### src/verilog/main_map_pkg.sv
/* Main CPU memory map definitions */

`default_nettype none

package main_map_pkg;

    // Decoded target of a main CPU access
    typedef enum logic [2:0] {
        reg_none,
        reg_rom,
        reg_vram,
        reg_ram,
        reg_vctrl,
        reg_vflag,  // Write only
        reg_bank,   // Write only
        reg_pal
    } region_e;

    // Current owner of the shared RAM
    typedef enum logic [1:0] {
        arb_idle,
        arb_main,
        arb_sub
    } arb_state_e;

    // ROM bank latch width
    localparam int bank_w = 3;

    // Byte address into the program ROM
    localparam int rom_aw = 17;

endpackage

`default_nettype wire

### src/verilog/rom_banker.sv
/* ROM bank latch */

`default_nettype none

module rom_banker (
    input  wire                              clk,
    input  wire                              rst,
    input  wire                              bank_cs,
    input  wire  [15:0]                      acc_addr,
    input  wire  [7:0]                       acc_wdata,
    output logic [main_map_pkg::rom_aw-1:0]  rom_addr,
    output logic                             snd_rstn
);
    import main_map_pkg::*;

    logic [bank_w-1:0] bank;

    // Bank number and sound CPU reset share one write register
    always_ff @(posedge clk or posedge rst) begin
        if (rst) begin
            bank     <= '0;
            snd_rstn <= 1'b0;  // Sound CPU held until the game releases it
        end else if (bank_cs) begin
            bank     <= acc_wdata[bank_w-1:0];
            snd_rstn <= acc_wdata[4];
        end
    end

    // 0000-7fff maps straight to the first two 16kB pages
    // 8000-bfff looks into the page picked by the bank
    always_comb begin
        if (acc_addr[15])
            rom_addr = {bank, acc_addr[13:0]};
        else
            rom_addr = {{(bank_w-1){1'b0}}, acc_addr[14], acc_addr[13:0]};
    end

endmodule

`default_nettype wire

### config.mk
export PLATFORM = sky130hd
export DESIGN_NAME = rom_banker
export DESIGN_NICKNAME = d
export VERILOG_FILES = /design/src/verilog/main_map_pkg.sv /design/src/verilog/rom_banker.sv
export SDC_FILE = /design/constraint.sdc
export NUM_CORES = 1
export LEC_CHECK = 0
export ABC_AREA = 1
export CAP_MARGIN = 30
export CORE_AREA = 3 3 40 42
export DETAILED_ROUTE_END_ITERATION = 10
export DIE_AREA = 0 0 43 45
export DONT_BUFFER_PORTS = 1
export PLACE_DENSITY = 0.42
export SKIP_CTS_REPAIR_TIMING = 1
export SLEW_MARGIN = 5
export SYNTH_ARGS = -nofsm -noshare
export SYNTH_HDL_FRONTEND = slang
export SYNTH_SLANG_ARGS = --single-unit
### constraint.sdc
create_clock -name clk -period 2 [get_ports clk]
set_clock_uncertainty 0.1 [all_clocks]
set_input_delay 0 -clock clk [delete_from_list [all_inputs] [get_ports clk]]
set_output_delay 0 -clock clk [all_outputs]
set_load 0.01 [all_outputs]
==> results.py <==
metrics = {
    "layout": {
        "post-route-util_pct": 33.0,
        "stdcell_area_sq_um": 424,
        "antenna_cells": 0,
        "drive_above_1_share_pct": 8.16,
        "seqCellArea_sq_um": 100,
        "fillers": 141,
        "multiInputGateArea_sq_um": 63.8,
        "syn2layout_area_growth_pct": 47.4,
        "nets": 78,
    },
    "global_route": {
        "global_route.usage.met2_pct": 5.99,
        "grt_use_met1_pct": 6.55,
        "grt_overflow": 0,
        "grt_pass1_vias": 182,
        "grt_use_met3_pct": 2.39,
        "antenna_found_initial": 0,
        "grt_pass1_wl_microns": 717,
        "top_usage_layer": "met4",
        "grt_max_degree": 6,
        "grtUsageTotal_pct": 5.51,
    },
    "min_path": {
        "min_path_type": "input pin to async pin",
    },
    "logic_synthesis": {
        "synthDistinctLibCells": 5,
        "syn_avg_cell_area_sq_um": 7.19,
        "synthCells": 40,
        "yosys_warnings": 0,
        "yosys_register_bits": 4,
        "ys_seq_area_share_pct": 34.8,
        "syn-cell-area_sq_um": 288,
        "syn_nets": 67,
    },
    "sta": {
        "tns_ns": 0,
        "slew-limit-headroom_pct": 88.5,
        "rsz0062_at_grt": "no",
        "final-hold-violation-count": 5,
        "period_needed_ns": 1.24,
        "drv_slew": 0,
        "timing.hold.ws_ns": -0.00273,
        "worst_pin_slew_ns": 0.171,
        "layout_setup_ws_ns": 0.761,
        "setup_viol": 0,
        "fmax_mhz": 807,
        "fin_crit_sh_pct": 61.9,
    },
    "worst_setup_path": {
        "cp.arrival_ns": 1.26,
        "path_class": "input pin to flop",
        "crit_path_max_incr_delay_ns": 0.60,
        "cp-start-kind": "input pin",
        "path_cells": "dlygate4sd3_1 > nand2_1 > dlygate4sd3_1 > nand2_1",
        "end_kind": "flop",
        "required_ns": 2.02,
        "crit_slowest_cell": "dlygate4sd3_1",
        "cp_max_fo": 5,
    },
    "die": {
        "die-area_sq_mm": 0.00194,
        "core_area_sq_mm": 0.00128,
        "fp.dieW_microns": 43,
        "io_pins": 45,
        "row_count": 13,
        "die_h_microns": 45,
        "start_util_pct": 22.4,
    },
    "placement": {
        "gp_congestion": 0.590,
        "dpl_cell_area_sq_um": 201,
        "port_buffers": 0,
        "place_ws_ns": 1.26,
        "hpwl_microns": 341,
    },
    "route": {
        "routed_wl_microns": 696,
        "drt-pass1-iter-count": 2,
        "wl_per_cell_microns": 10.9,
        "drtIter0Drc": 1,
        "final_antenna_net_count": 0,
        "drt_drc_violations_left": 0,
        "via_count": 241,
        "viasPerCell": 3.77,
    },
    "power": {
        "leakagePower_nw": 0.223,
        "combPwrFrac_pct": 23.4,
        "worst_ir_drop_vdd_mv": 0.318,
        "p_per_area_mw_per_mm2": 591,
        "p_seq_share_pct": 37.5,
        "power_uw": 251,
        "p_switching_uw": 63.2,
        "power_frac_clock_pct": 39.1,
        "intPower_uw": 188,
        "p_sw_share_pct": 25.2,
    },
    "cts": {
        "clk_pin_slew_ns": 0.04,
        "numClockSinks": 4,
        "cts_tree": "built",
        "h-tree-depth": 1,
        "clk_path_buf_depth": 2,
        "clockRootBuffer": "clkbuf_4",
        "cts_buffers": 3,
        "clock_latency_ns": 0.23,
    },
    "flow_run": {
        "cap_violations": 0,
    },
    "run_status": {
        "violations": "hold timing",
        "status": "complete, but fails checks",
    },
}
[critical path, delay by kind of cell]
family,cells,cell delay (ns)
and+or+nand+nor,2,0.12
buffers and inverters,2,1.14
[cells in the mapped netlist]
| cell type | number | area share, % |
|---|---|---|
| buf_4 | 14 | 37 |
| dfrtp_1 | 4 | 35 |
| inv_1 | 4 | 5.2 |
| inv_2 | 1 | 1.3 |
| nand2_1 | 17 | 22 |
[power groups by stage]
stage / sequential (mW) / combinational [mW] / clock (mW)
after global placement: 0.0950 / 0.0173 / 0
after floorplan: 0.0934 / 0.0440 / 0
after CTS: 0.0943 / 0.0179 / 0.103
after detailed placement: 0.0952 / 0.0178 / 0
final: 0.0941 / 0.0588 / 0.0980
after global routing: 0.0950 / 0.0646 / 0.112
[path summary, 6_finish.rpt]
kind / from / slack, ns / cells after the start / end
max in group asynchronous: rst / 1.65 / 2 / snd_rstn
hold reg to reg: bank[1] / 0.37 / 2 / bank[1]
setup / recovery: bank_cs / 0.76 / 4 / snd_rstn
min in group clk: acc_addr[15] / 0 / 2 / rom_addr[15]
hold / removal: rst / -0.003 / 2 / bank[0]
setup reg to reg: snd_rstn / 1.26 / 2 / snd_rstn
[per-stage QoR]
stage	std cells	hold slack (ns)
after CTS	44	-0.559
after floorplan	40	-0.334
after global placement	41	-0.315
after global routing	64	0.0176
final	64	-0.00273
after detailed placement	41	-0.309
[cells by family after synthesis]
| family | synth area share [%] |
|---|---|
| AND/OR/NAND/NOR | 22.2 |
| flip-flops | 34.8 |
| buffers and inverters | 43.0 |
[routing by layer]
| layer | vias to the layer above | wire [microns] |
|---|---|---|
| met5 | - | 0 |
| met3 | 0 | 75 |
| met1 | 101 | 258 |
| met2 | 21 | 362 |
| met4 | 0 | 0 |
| li1 | 119 | - |
[registers in the layout, summed over array words and instances, names as in the netlist]
signal and flops:
bank 3, snd_rstn 1
[cell usage in the layout (no fill, tap or decap), drive strengths merged]
| master | count |
|---|---|
| nand2 | 17 |
| clkbuf | 3 |
| dlygate4sd3 | 20 |
| inv | 5 |
| dfrtp | 4 |
[cell type report]
class | count | share of cell area (%)
multi-input combinational | 17 | 15.0
clock buffer | 3 | 5.31
tap | 15 | 4.42
sequential | 4 | 23.6
inverter | 5 | 4.42
timing repair buffer | 20 | 47.2
No activity file was read; power rests on OpenSTA's default activity.
