<file path="config.mk">
export PLATFORM = sky130hd
export DESIGN_NAME = bus_return
export DESIGN_NICKNAME = d
export VERILOG_FILES = /design/src/verilog/main_map_pkg.sv /design/src/verilog/bus_return.sv
export SDC_FILE = /design/constraint.sdc
export NUM_CORES = 1
export LEC_CHECK = 0
export ABC_AREA = 1
export ABC_CLOCK_PERIOD_IN_PS = 900
export BUFFER_PORTS_ARGS = -buffer_cell sky130_fd_sc_hd__buf_2
export CORE_MARGIN = 3
export CORE_UTILIZATION = 37
export CTS_CLUSTER_DIAMETER = 150
export DETAILED_ROUTE_END_ITERATION = 16
export PLACE_DENSITY = 0.79
export SLEW_MARGIN = 20
export SYNTH_ARGS = -nofsm -noshare
export SYNTH_HDL_FRONTEND = slang
export SYNTH_SLANG_ARGS = --single-unit
</file>
<file path="constraint.sdc">
create_clock -name clk -period 0.9 [get_ports clk]
set_input_delay 0.09 -clock clk [delete_from_list [all_inputs] [get_ports clk]]
set_output_delay 0.09 -clock clk [all_outputs]
set_load 0.01 [all_outputs]
</file>
<file path="src/verilog/main_map_pkg.sv">
/* Main CPU memory map definitions */

`default_nettype none

package main_map_pkg;

    // Decoded target of a main CPU access
    typedef enum logic [2:0] {
        reg_none,
        reg_rom,
        reg_vram,
        reg_ram,
        reg_vctrl,
        reg_vflag,  // Write only
        reg_bank,   // Write only
        reg_pal
    } region_e;

    // Current owner of the shared RAM
    typedef enum logic [1:0] {
        arb_idle,
        arb_main,
        arb_sub
    } arb_state_e;

    // ROM bank latch width
    localparam int bank_w = 3;

    // Byte address into the program ROM
    localparam int rom_aw = 17;

endpackage

`default_nettype wire

</file>
<file path="src/verilog/bus_return.sv">
/* CPU read data and wait */

`default_nettype none

module bus_return (
    input  wire                   clk,
    input  wire                   rst,
    input  main_map_pkg::region_e sel_region,
    input  wire  [7:0]            rom_data,
    input  wire  [7:0]            q0,
    input  wire  [7:0]            vram_dout,
    input  wire  [7:0]            pal_dout,
    input  wire                   sub_grant,
    input  wire                   ram_cs,
    input  wire                   obj_vram_en,
    input  wire  [8:0]            hcnt,
    output logic [7:0]            cpu_din,
    output logic                  wait_req
);
    import main_map_pkg::*;

    logic [7:0] din_nx;
    logic       ram_busy;
    logic       vid_busy;

    always_comb begin
        case (sel_region)
            reg_rom:   din_nx = rom_data;
            reg_ram:   din_nx = q0;
            reg_vram,
            reg_vctrl: din_nx = vram_dout;  // Video control reads come back on the VRAM bus
            reg_pal:   din_nx = pal_dout;
            default:   din_nx = 8'h00;      // Unmapped and write-only regions
        endcase
    end

    always_ff @(posedge clk or posedge rst) begin
        if (rst)
            cpu_din <= 8'h00;
        else
            cpu_din <= din_nx;
    end

    // Sub CPU owns the shared RAM
    assign ram_busy = sub_grant & ram_cs;

    // Video chips give the CPU one slot in four pixels
    assign vid_busy = obj_vram_en && hcnt[1:0] != 2'd3;

    assign wait_req = ram_busy | vid_busy;

endmodule

`default_nettype wire

</file>
==> impl_metrics.py <==
metrics = {
    "pwr": {
        "power.density_cell_area_nw_per_um2": 1078,
        "static-leakage-power_uw": 0.0005659,
        "vdd.ir_drop.worst_mv": 0.3925,
    },
    "global_routing": {
        "grt.met2_usage": 0.2786,
        "grt.met3_usage": 0.01581,
        "top_usage_layer": "met2",
        "met1_usage": 0.1790,
        "track_usage": 0.1520,
        "grt_first_pass_wirelength_mm": 2.346,
        "antenna_found_initial": 0,
        "maximum_number_of_pins_on_one_net_before_global_route_repair": 10,
        "globalRoute.totalOverflow": 0,
        "grt_pass1_vias": 620,
    },
    "timing": {
        "slew_headroom": 0.8097,
        "rsz_0062_raised_after_global_routing": "no",
        "timing_max_transition_violations_final": 0,
        "finalSetupViolations": 0,
        "timing.final.ws_setup_ns": 0.08343,
        "worstMarginPinSlew_ns": 0.2846,
        "fin_setup_tns_ns": 0,
        "fmaxAchievable_ghz": 1.225,
        "hold-worst-slack_ns": 0.1005,
        "hold_viol_final": 0,
        "finalCritPeriodShare": 0.9073,
        "layout_min_cycle_time_ns": 0.8166,
    },
    "logic_synthesis": {
        "synth_compound_gate_area_share": 0.01512,
        "synth_top_cells_by_area": "sky130_fd_sc_hd__dfrtp_1 (35%), sky130_fd_sc_hd__nand4_1 (18%), sky130_fd_sc_hd__nand2_1 (12%), sky130_fd_sc_hd__nor2_1 (10%), sky130_fd_sc_hd__inv_1 (7.1%)",
        "yosysMostFrequentCell": "sky130_fd_sc_hd__nand2_1",
        "synth_sequential_area_ratio": 0.3456,
        "avgSynthCellArea_um2": 6.736,
        "synth.ff_latch_count": 8,
        "synth.largest_area_cell": "sky130_fd_sc_hd__dfrtp_1",
        "xor_xnor_portion_of_the_synthesized_cell_area": 0,
        "yosys-top-cells-count": "sky130_fd_sc_hd__nand2_1 (18), sky130_fd_sc_hd__nand4_1 (17), sky130_fd_sc_hd__nor2_1 (16)",
        "synth-simple-area-share": 0.5032,
        "synthesis.instances": 86,
        "share_of_async_settable_or_async_resettable_flops_after_synthesis": 1.000,
        "yosys_most_used_dff": "sky130_fd_sc_hd__dfrtp_1",
        "post-synth-top-area-fraction": 0.3456,
        "count_of_cell_types_in_the_netlist": 12,
        "synthMuxAreaShare": 0,
        "post_synth_fa_ha_maj_area_fraction": 0,
        "main_combinational_cell_family_by_area_after_synthesis": "simple AND/OR/NAND/NOR gates",
        "synthesized_area_um2": 579.3,
        "mappedNetlistNets": 135,
        "yosys_warnings": 0,
        "number_of_synthesized_flops_with_an_enable_pin": 0,
    },
    "status": {
        "result_of_the_run": "complete, no violations",
    },
    "cells_and_area": {
        "fin_nets": 192,
        "final_area_um2": 884.6,
        "number_of_flip_flops_in_the_largest_register": 8,
        "largestRegisters": "cpu_din: 8 flops",
        "instances_no_fill": 156,
        "register_area_um2": 200.2,
        "post_route_cells_drive_above_1_share": 0.4326,
        "final.fill_count": 120,
        "multiInputGateArea_um2": 300.3,
        "regMostFlops": "cpu_din",
        "area_growth_syn_to_layout_pct": 52.70,
        "antenna_cells_inserted": 0,
    },
    "floorplanning": {
        "floorplan.initialDensity": 0.4190,
        "floorplan.core_area_um2": 1383,
        "dieHeight_um": 45.57,
        "dieArea_um2": 2077,
        "die_w_um": 45.57,
        "floorplan.rows": 13,
        "boundaryPins": 58,
    },
    "route": {
        "antenna_violating_nets_post_route": 0,
        "dr_total_vias": 746,
        "detailedRoute.firstIterationViolations": 19,
        "remaining_drc_errors": 0,
        "totalWireLength_mm": 1.564,
        "route.detailed.vias_per_inst": 4.782,
        "detail_route.wl_per_cell_um": 10.03,
        "drt_first_pass_iters": 4,
    },
    "setup_path": {
        "worstPathMaxFanout": 1,
        "setup.worst_path.end_class": "primary output",
        "criticalPathCategory": "flop to primary output",
        "timing.critical_path.cells": "buf_2",
        "crit_required_ns": 0.81,
        "critPathSlowestCell": "sky130_fd_sc_hd__dfrtp_1",
        "timing.critical_path.buf_inv": 1,
        "crit_family": "flip-flops",
        "max_stage_delay_ns": 0.35,
        "start_kind": "flop",
        "worst_ep_arrival_time_ns": 0.73,
    },
    "clock_network": {
        "cts_tree": "yes",
        "post_cts.resized_instances": 0,
        "cts.clk_slew.worst_paths_ns": 0.05,
        "cts_setup_buffers": 0,
        "clockRootBuffer": "sky130_fd_sc_hd__clkbuf_4",
        "tritoncts.num_buffers": 3,
        "clk_sinks": 8,
        "cts-htree-levels": 1,
        "worst_case_clock_buffer_depth": 2,
    },
    "placement": {
        "port_buffers": 50,
        "detailed_place_hpwl_mm": 1.332,
        "place_ws_ns": 0.02035,
        "placed_cell_area_um2": 852.1,
        "place.detailed.instances": 152,
        "gp_congestion": 0.7384,
    },
    "worst_hold_path": {
        "hold_path.class": "primary input to flop",
    },
    "flow_run": {
        "max_cap_viol_count": 0,
    },
}
through the flow:
stage	util	total power (uW)
floorplan	-	555.0
global placement	0.6163	695.7
detailed placement	0.6163	703.8
CTS	0.6398	964.7
global route	0.6398	1009
finish	0.6398	953.6
layout make-up:
| cell class | count | area share |
|---|---|---|
| multi-input combinational | 62 | 0.3395 |
| inverter | 12 | 0.05092 |
| sequential | 8 | 0.2263 |
| timing repair buffer | 56 | 0.3366 |
| tap | 15 | 0.02122 |
| clock buffer | 3 | 0.02546 |
worst paths after layout:
kind / start / to / slack, ns / cells after the start
max in group asynchronous: rst / cpu_din[3] / 0.37 / 3
worst max-delay path: cpu_din[4] / cpu_din[4] / 0.08 / 1
min in group asynchronous: rst / cpu_din[4] / 0.32 / 3
worst min-delay path: vram_dout[4] / cpu_din[4] / 0.10 / 3
repair_timing:
action,CTS,global route
endpoints found under the setup margin,0,0
hold endpoints to repair,8,0
hold buffers,1,0
cells in the final DEF, fill, tap and decap left out:
| master | count |
|---|---|
| sky130_fd_sc_hd__buf_2 | 50 |
| sky130_fd_sc_hd__nand2_1 | 18 |
| sky130_fd_sc_hd__nand4_1 | 17 |
| sky130_fd_sc_hd__nor2_1 | 16 |
| sky130_fd_sc_hd__inv_1 | 11 |
| sky130_fd_sc_hd__nand3_1 | 8 |
| sky130_fd_sc_hd__dfrtp_1 | 8 |
| sky130_fd_sc_hd__buf_4 | 5 |
| sky130_fd_sc_hd__clkbuf_4 | 3 |
| sky130_fd_sc_hd__nor2_4 | 1 |
| sky130_fd_sc_hd__inv_2 | 1 |
| sky130_fd_sc_hd__nand2_2 | 1 |
| sky130_fd_sc_hd__a22o_1 | 1 |
| sky130_fd_sc_hd__dlygate4sd3_1 | 1 |
where the power goes:
group	switching (uW)	internal [uW]	leakage, uW	total [uW]
Clock	101	151	0.0000138	253
Combinational	155	144	0.000451	300
Sequential	6.52	395	0.000102	401
worst min-delay path: stages:
cell and delay, ns:
sky130_fd_sc_hd__buf_2 0.09, sky130_fd_sc_hd__nand4_1 0.07, sky130_fd_sc_hd__nand2_1 0.05
kinds of logic (layout without fill, tap and decap cells):
family | Yosys count | count (layout)
buffers and inverters | 16 | 71
AND/OR/NAND/NOR | 61 | 61
AO/OA/AOI/OAI | 1 | 1
flip-flops | 8 | 8
per-layer routing:
| metal | vias to the layer above | part of all wire |
|---|---|---|
| met1 | 310 | 0.40 |
| met4 | 0 | 0 |
| met3 | 0 | 0.11 |
| met2 | 40 | 0.48 |
| li1 | 396 | - |
| met5 | - | 0 |
Note: power is estimated with default switching activity, not from simulation.
