File: src/verilog/main_map_pkg.sv
/* Main CPU memory map definitions */

`default_nettype none

package main_map_pkg;

    // Decoded target of a main CPU access
    typedef enum logic [2:0] {
        reg_none,
        reg_rom,
        reg_vram,
        reg_ram,
        reg_vctrl,
        reg_vflag,  // Write only
        reg_bank,   // Write only
        reg_pal
    } region_e;

    // Current owner of the shared RAM
    typedef enum logic [1:0] {
        arb_idle,
        arb_main,
        arb_sub
    } arb_state_e;

    // ROM bank latch width
    localparam int bank_w = 3;

    // Byte address into the program ROM
    localparam int rom_aw = 17;

endpackage

`default_nettype wire

File: src/verilog/main_decode.sv
/* Main CPU address decoder */

`default_nettype none

module main_decode (
    input  wire                   clk,
    input  wire                   rst,
    input  wire  [15:0]           cpu_addr,
    input  wire  [7:0]            cpu_wdata,
    input  wire                   mreq,
    input  wire                   rfsh,
    input  wire                   wr,
    output main_map_pkg::region_e sel_region,
    output logic [15:0]           acc_addr,
    output logic [7:0]            acc_wdata,
    output logic                  acc_wr,
    output logic                  rom_cs,
    output logic                  vram_cs,
    output logic                  ram_cs,
    output logic                  vctrl_cs,
    output logic                  vflag_cs,
    output logic                  bank_cs,
    output logic                  pal_cs,
    output logic                  obj_vram_en
);
    import main_map_pkg::*;

    logic    mem_acc;
    logic    hit_rom;
    logic    hit_vram;
    logic    hit_ram;
    logic    hit_vctrl;
    logic    hit_vflag;
    logic    hit_bank;
    logic    hit_pal;
    logic    hit_obj;
    region_e region_nx;

    assign mem_acc   = mreq & ~rfsh;  // Refresh cycles are not accesses
    assign hit_rom   = mem_acc && cpu_addr[15:12] < 4'hc;
    assign hit_vram  = mem_acc && cpu_addr[15:13] == 3'b110;     // c000-dfff
    assign hit_ram   = mem_acc && cpu_addr[15:12] == 4'he;
    assign hit_vctrl = mem_acc && cpu_addr[15:10] == 6'b111100;  // f000-f3ff
    assign hit_vflag = mem_acc && cpu_addr[15:9] == 7'b1111010 && wr;
    assign hit_bank  = mem_acc && cpu_addr[15:9] == 7'b1111011 && wr;
    assign hit_pal   = mem_acc && cpu_addr[15:11] == 5'h1f;

    // Object tables share the video timing slot with VRAM
    assign hit_obj = hit_vram || hit_vctrl ||
                     (mem_acc && cpu_addr[15:11] == 5'b11110 && !cpu_addr[9]);

    // Same order as the read data mux
    always_comb begin
        if (hit_rom)                    region_nx = reg_rom;
        else if (hit_ram)               region_nx = reg_ram;
        else if (hit_vram)              region_nx = reg_vram;
        else if (hit_vctrl)             region_nx = reg_vctrl;
        else if (hit_pal)               region_nx = reg_pal;
        else if (hit_vflag)             region_nx = reg_vflag;
        else if (hit_bank)              region_nx = reg_bank;
        else                            region_nx = reg_none;
    end

    always_ff @(posedge clk or posedge rst) begin
        if (rst) begin
            sel_region  <= reg_none;
            acc_wr      <= 1'b0;
            rom_cs      <= 1'b0;
            vram_cs     <= 1'b0;
            ram_cs      <= 1'b0;
            vctrl_cs    <= 1'b0;
            vflag_cs    <= 1'b0;
            bank_cs     <= 1'b0;
            pal_cs      <= 1'b0;
            obj_vram_en <= 1'b0;
        end else begin
            sel_region  <= region_nx;
            acc_wr      <= mem_acc & wr;
            rom_cs      <= hit_rom;
            vram_cs     <= hit_vram;
            ram_cs      <= hit_ram;
            vctrl_cs    <= hit_vctrl;
            vflag_cs    <= hit_vflag;
            bank_cs     <= hit_bank;
            pal_cs      <= hit_pal;
            obj_vram_en <= hit_obj;
        end
    end

    always_ff @(posedge clk) begin
        acc_addr  <= cpu_addr;
        acc_wdata <= cpu_wdata;
    end

    // Flag and bank registers only ever see write cycles
    a_wo_regions: assert property (@(posedge clk) disable iff (rst)
        (vflag_cs || bank_cs) |-> $past(mreq && wr));

endmodule

`default_nettype wire

File: config.mk
export PLATFORM = sky130hd
export DESIGN_NAME = main_decode
export DESIGN_NICKNAME = d
export VERILOG_FILES = /design/src/verilog/main_map_pkg.sv /design/src/verilog/main_decode.sv
export SDC_FILE = /design/constraint.sdc
export NUM_CORES = 1
export LEC_CHECK = 0
export BUFFER_PORTS_ARGS = -buffer_cell sky130_fd_sc_hd__buf_4
export CORE_ASPECT_RATIO = 0.75
export CORE_UTILIZATION = 30
export DETAILED_ROUTE_END_ITERATION = 7
export PLACE_DENSITY = 0.64
export SETUP_SLACK_MARGIN = 0.4
export SLEW_MARGIN = 10
export SYNTH_ARGS = -nofsm -noshare
export SYNTH_HDL_FRONTEND = slang
export SYNTH_SLANG_ARGS = --single-unit
File: constraint.sdc
create_clock -name clk -period 0.8 [get_ports clk]
set_input_delay 0.08 -clock clk [delete_from_list [all_inputs] [get_ports clk]]
set_output_delay 0.08 -clock clk [all_outputs]
set_load 0.01 [all_outputs]
==> flow_metrics.py <==
metrics = {
    "logic_synthesis": {
        "yosysSeqAreaShare_pct": 83.4,
        "syn_area_per_cell_um2": 15.3,
        "netlist_area_um2": 936,
        "synth_edf_count": 0,
        "synth.top_cell.area_share_pct": 51.3,
        "synth.net_count": 90,
        "synth.area.top_cells": "dfxtp_1 51%, dfrtp_1 32%, nand2_1 1.6%",
        "synthCells": 61,
        "ys_async_sr_fraction_pct": 33.3,
        "ys.flop_type": "dfxtp_1",
        "yosysWarningCount": 0,
        "synth.largest_area_cell": "dfxtp_1",
        "synth_cell_type_count": 20,
        "ys_ff_latch": 36,
    },
    "pwr": {
        "internal_power_mw": 3.08,
        "ir_worst_vdd_mv": 1.25,
        "clkPwrFrac_pct": 39.4,
        "power.density_nw_per_um2": 2090,
        "p_sw_mw": 0.800,
        "p_comb_share_pct": 10.9,
        "p_sw_share_pct": 20.6,
        "pwr-share-seq_pct": 49.6,
        "p_total_mw": 3.88,
        "p_leak_nw": 0.875,
    },
    "flow_run": {
        "cap_viol_max_count": 0,
    },
    "critical_path": {
        "start_kind": "register",
        "path_cells": "buf_6",
        "critPathMaxFanout": 1,
        "cp-startpoint": "ram_cs",
        "critPathBufInv": 1,
        "crit_required_ns": 0.72,
        "cp.depth": 1,
        "cpMaxStageDelayCell": "dfrtp_1",
        "crit_family": "flip-flops",
        "critical_path_class": "reg2out",
        "cp.arrival_ns": 0.79,
        "cp-end-kind": "primary output",
        "cpPeakStageDelay_ns": 0.39,
    },
    "global_routing": {
        "grt_overflow": 0,
        "grt_pass1_wl_um": 3450,
        "antenna_found_initial": 0,
        "grt.total_usage_pct": 15.1,
        "grt_pass1_vias": 781,
        "grt_max_degree": 13,
    },
    "status": {
        "violations": "design-rule violations, negative hold slack, negative setup slack",
        "outcome": "complete, but fails checks",
    },
    "clock_tree": {
        "path_clk_slew_ns": 0.07,
        "clock_sinks": 36,
        "post_cts_buffers": 0,
        "clock_path_buffers": 2,
        "cts_made_buffers": 5,
        "cts_tree": "built",
        "root_buffer": "clkbuf_8",
        "h-tree-depth": 2,
    },
    "placed_design": {
        "port_buffers": 64,
        "hpwl_um": 1700,
        "gp_congestion": 0.803,
    },
    "timing": {
        "fin_crit_ns": 0.872,
        "min_period_over_period_pct": 109,
        "setup_viol": 12,
        "setup_ws_ns": -0.0719,
        "tns_ns": -0.732,
        "relSlewSlack_pct": 68.7,
        "clock.fmax_ghz": 1.15,
        "hold_viol": 34,
        "slew_viol_final": 0,
        "tightest_slew_ns": 0.469,
        "whs_ns": -0.189,
        "rsz0062_at_grt": "true",
    },
    "floorplan": {
        "core_um2": 2960,
        "die_y_um": 50.4,
        "io_pins": 65,
        "rows": 17,
        "dieArea_um2": 3350,
        "die_x_um": 66.5,
        "initial_core_util_pct": 31.7,
    },
    "final_layout": {
        "fin_nets": 166,
        "drive_above_1_share_pct": 83.3,
        "area_growth_pct": 98.5,
        "diodes": 0,
    },
    "hold_path": {
        "min-delay-path-class": "in2async",
    },
    "route": {
        "num_vias": 761,
        "ant_nets": 0,
        "initialDrtViolationCount": 17,
        "viasPerCell": 4.32,
        "drt-total-wl_um": 2280,
        "drc": 2,
        "drtPass1Iterations": 6,
        "wl_per_cell_um": 13.0,
    },
}
[kinds of logic after synthesis]
group / after synthesis / synth area share, %
AOI/OAI and AO/OA: 5 / 3.48
and+or+nand+nor: 19 / 12.7
buffers and inverters: 1 / 0.401
DFF: 36 / 83.4
[worst paths after layout]
kind                       slack (ns)          end
min                             -0.19      vram_cs
max in group asynchronous        0.67     vctrl_cs
max                             -0.07       ram_cs
min in group clk                -0.11  acc_addr[6]
[registers in the layout (all words and copies together), names as in the netlist]
register     cells
acc_addr        16
acc_wdata        8
acc_wr           1
bank_cs          1
obj_vram_en      1
pal_cs           1
ram_cs           1
rom_cs           1
sel_region       3
vctrl_cs         1
vflag_cs         1
vram_cs          1
[per-stage QoR]
stage / cell area, um^2 / hold WS (ns) / setup slack (ns) / instances / util (%)
final: 1860 / -0.189 / -0.0719 / 176 / 62.8
after global routing: 1860 / -0.164 / -0.106 / 176 / 62.8
after CTS: 1810 / -0.184 / -0.0909 / 176 / 61.4
after detailed placement: 1550 / 0.130 / -0.131 / 168 / 52.3
after global placement: 1550 / 0.113 / -0.0446 / 168 / 52.3
after floorplan: 982 / -0.0553 / 0.123 / 61 / -
[cells in the mapped netlist, types with 2 or more instances]
cell type  instances
dfxtp_1           24
dfrtp_1           12
nand2_1            4
nor2_1             4
nand3_1            2
[routing by layer]
| layer | vias to the layer above | wire (um) | track usage (%) |
|---|---|---|---|
| li1 | 357 | - | - |
| met1 | 355 | 861 | 16.1 |
| met2 | 44 | 1150 | 23.8 |
| met3 | 5 | 232 | 6.14 |
| met4 | 0 | 40 | 11.7 |
| met5 | - | 0 | 0 |
[timing repair]
item | in CTS | in global routing
resized for setup | 43 | 10
setup endpoints to repair | 47 | 47
pin swaps | 3 | 2
endpoints found under the hold margin | 35 | 34
[cell usage in the layout, fill, tap and decap left out, types with 2 or more instances in the layout]
cell type	netlist	final
dfxtp_2	0	24
nand3_4	0	2
buf_4	0	30
nand2_1	4	2
nor2_2	0	2
nand2_2	0	2
buf_6	0	39
dfrtp_1	12	12
clkbuf_8	0	5
[power by group through the flow]
stage                     Clock, mW  Combinational, mW  Sequential [mW]
after floorplan                   0             0.0433             1.99
after global placement            0              0.351             1.95
after detailed placement          0              0.356             1.95
after CTS                      1.59              0.411             1.93
after global routing           1.66              0.454             1.93
final                          1.53              0.425             1.93
[final cells by class]
type                            count  area [um^2]
Fill cell                         246         1100
Sequential cell                    36          811
Timing Repair Buffer               69          664
Multi-Input combinational cell     24          224
Clock buffer                        6         72.6
Tap cell                           38         47.5
Clock inverter                      2         35.0
Inverter                            1         3.75
No activity file was read; power rests on OpenSTA's default activity.
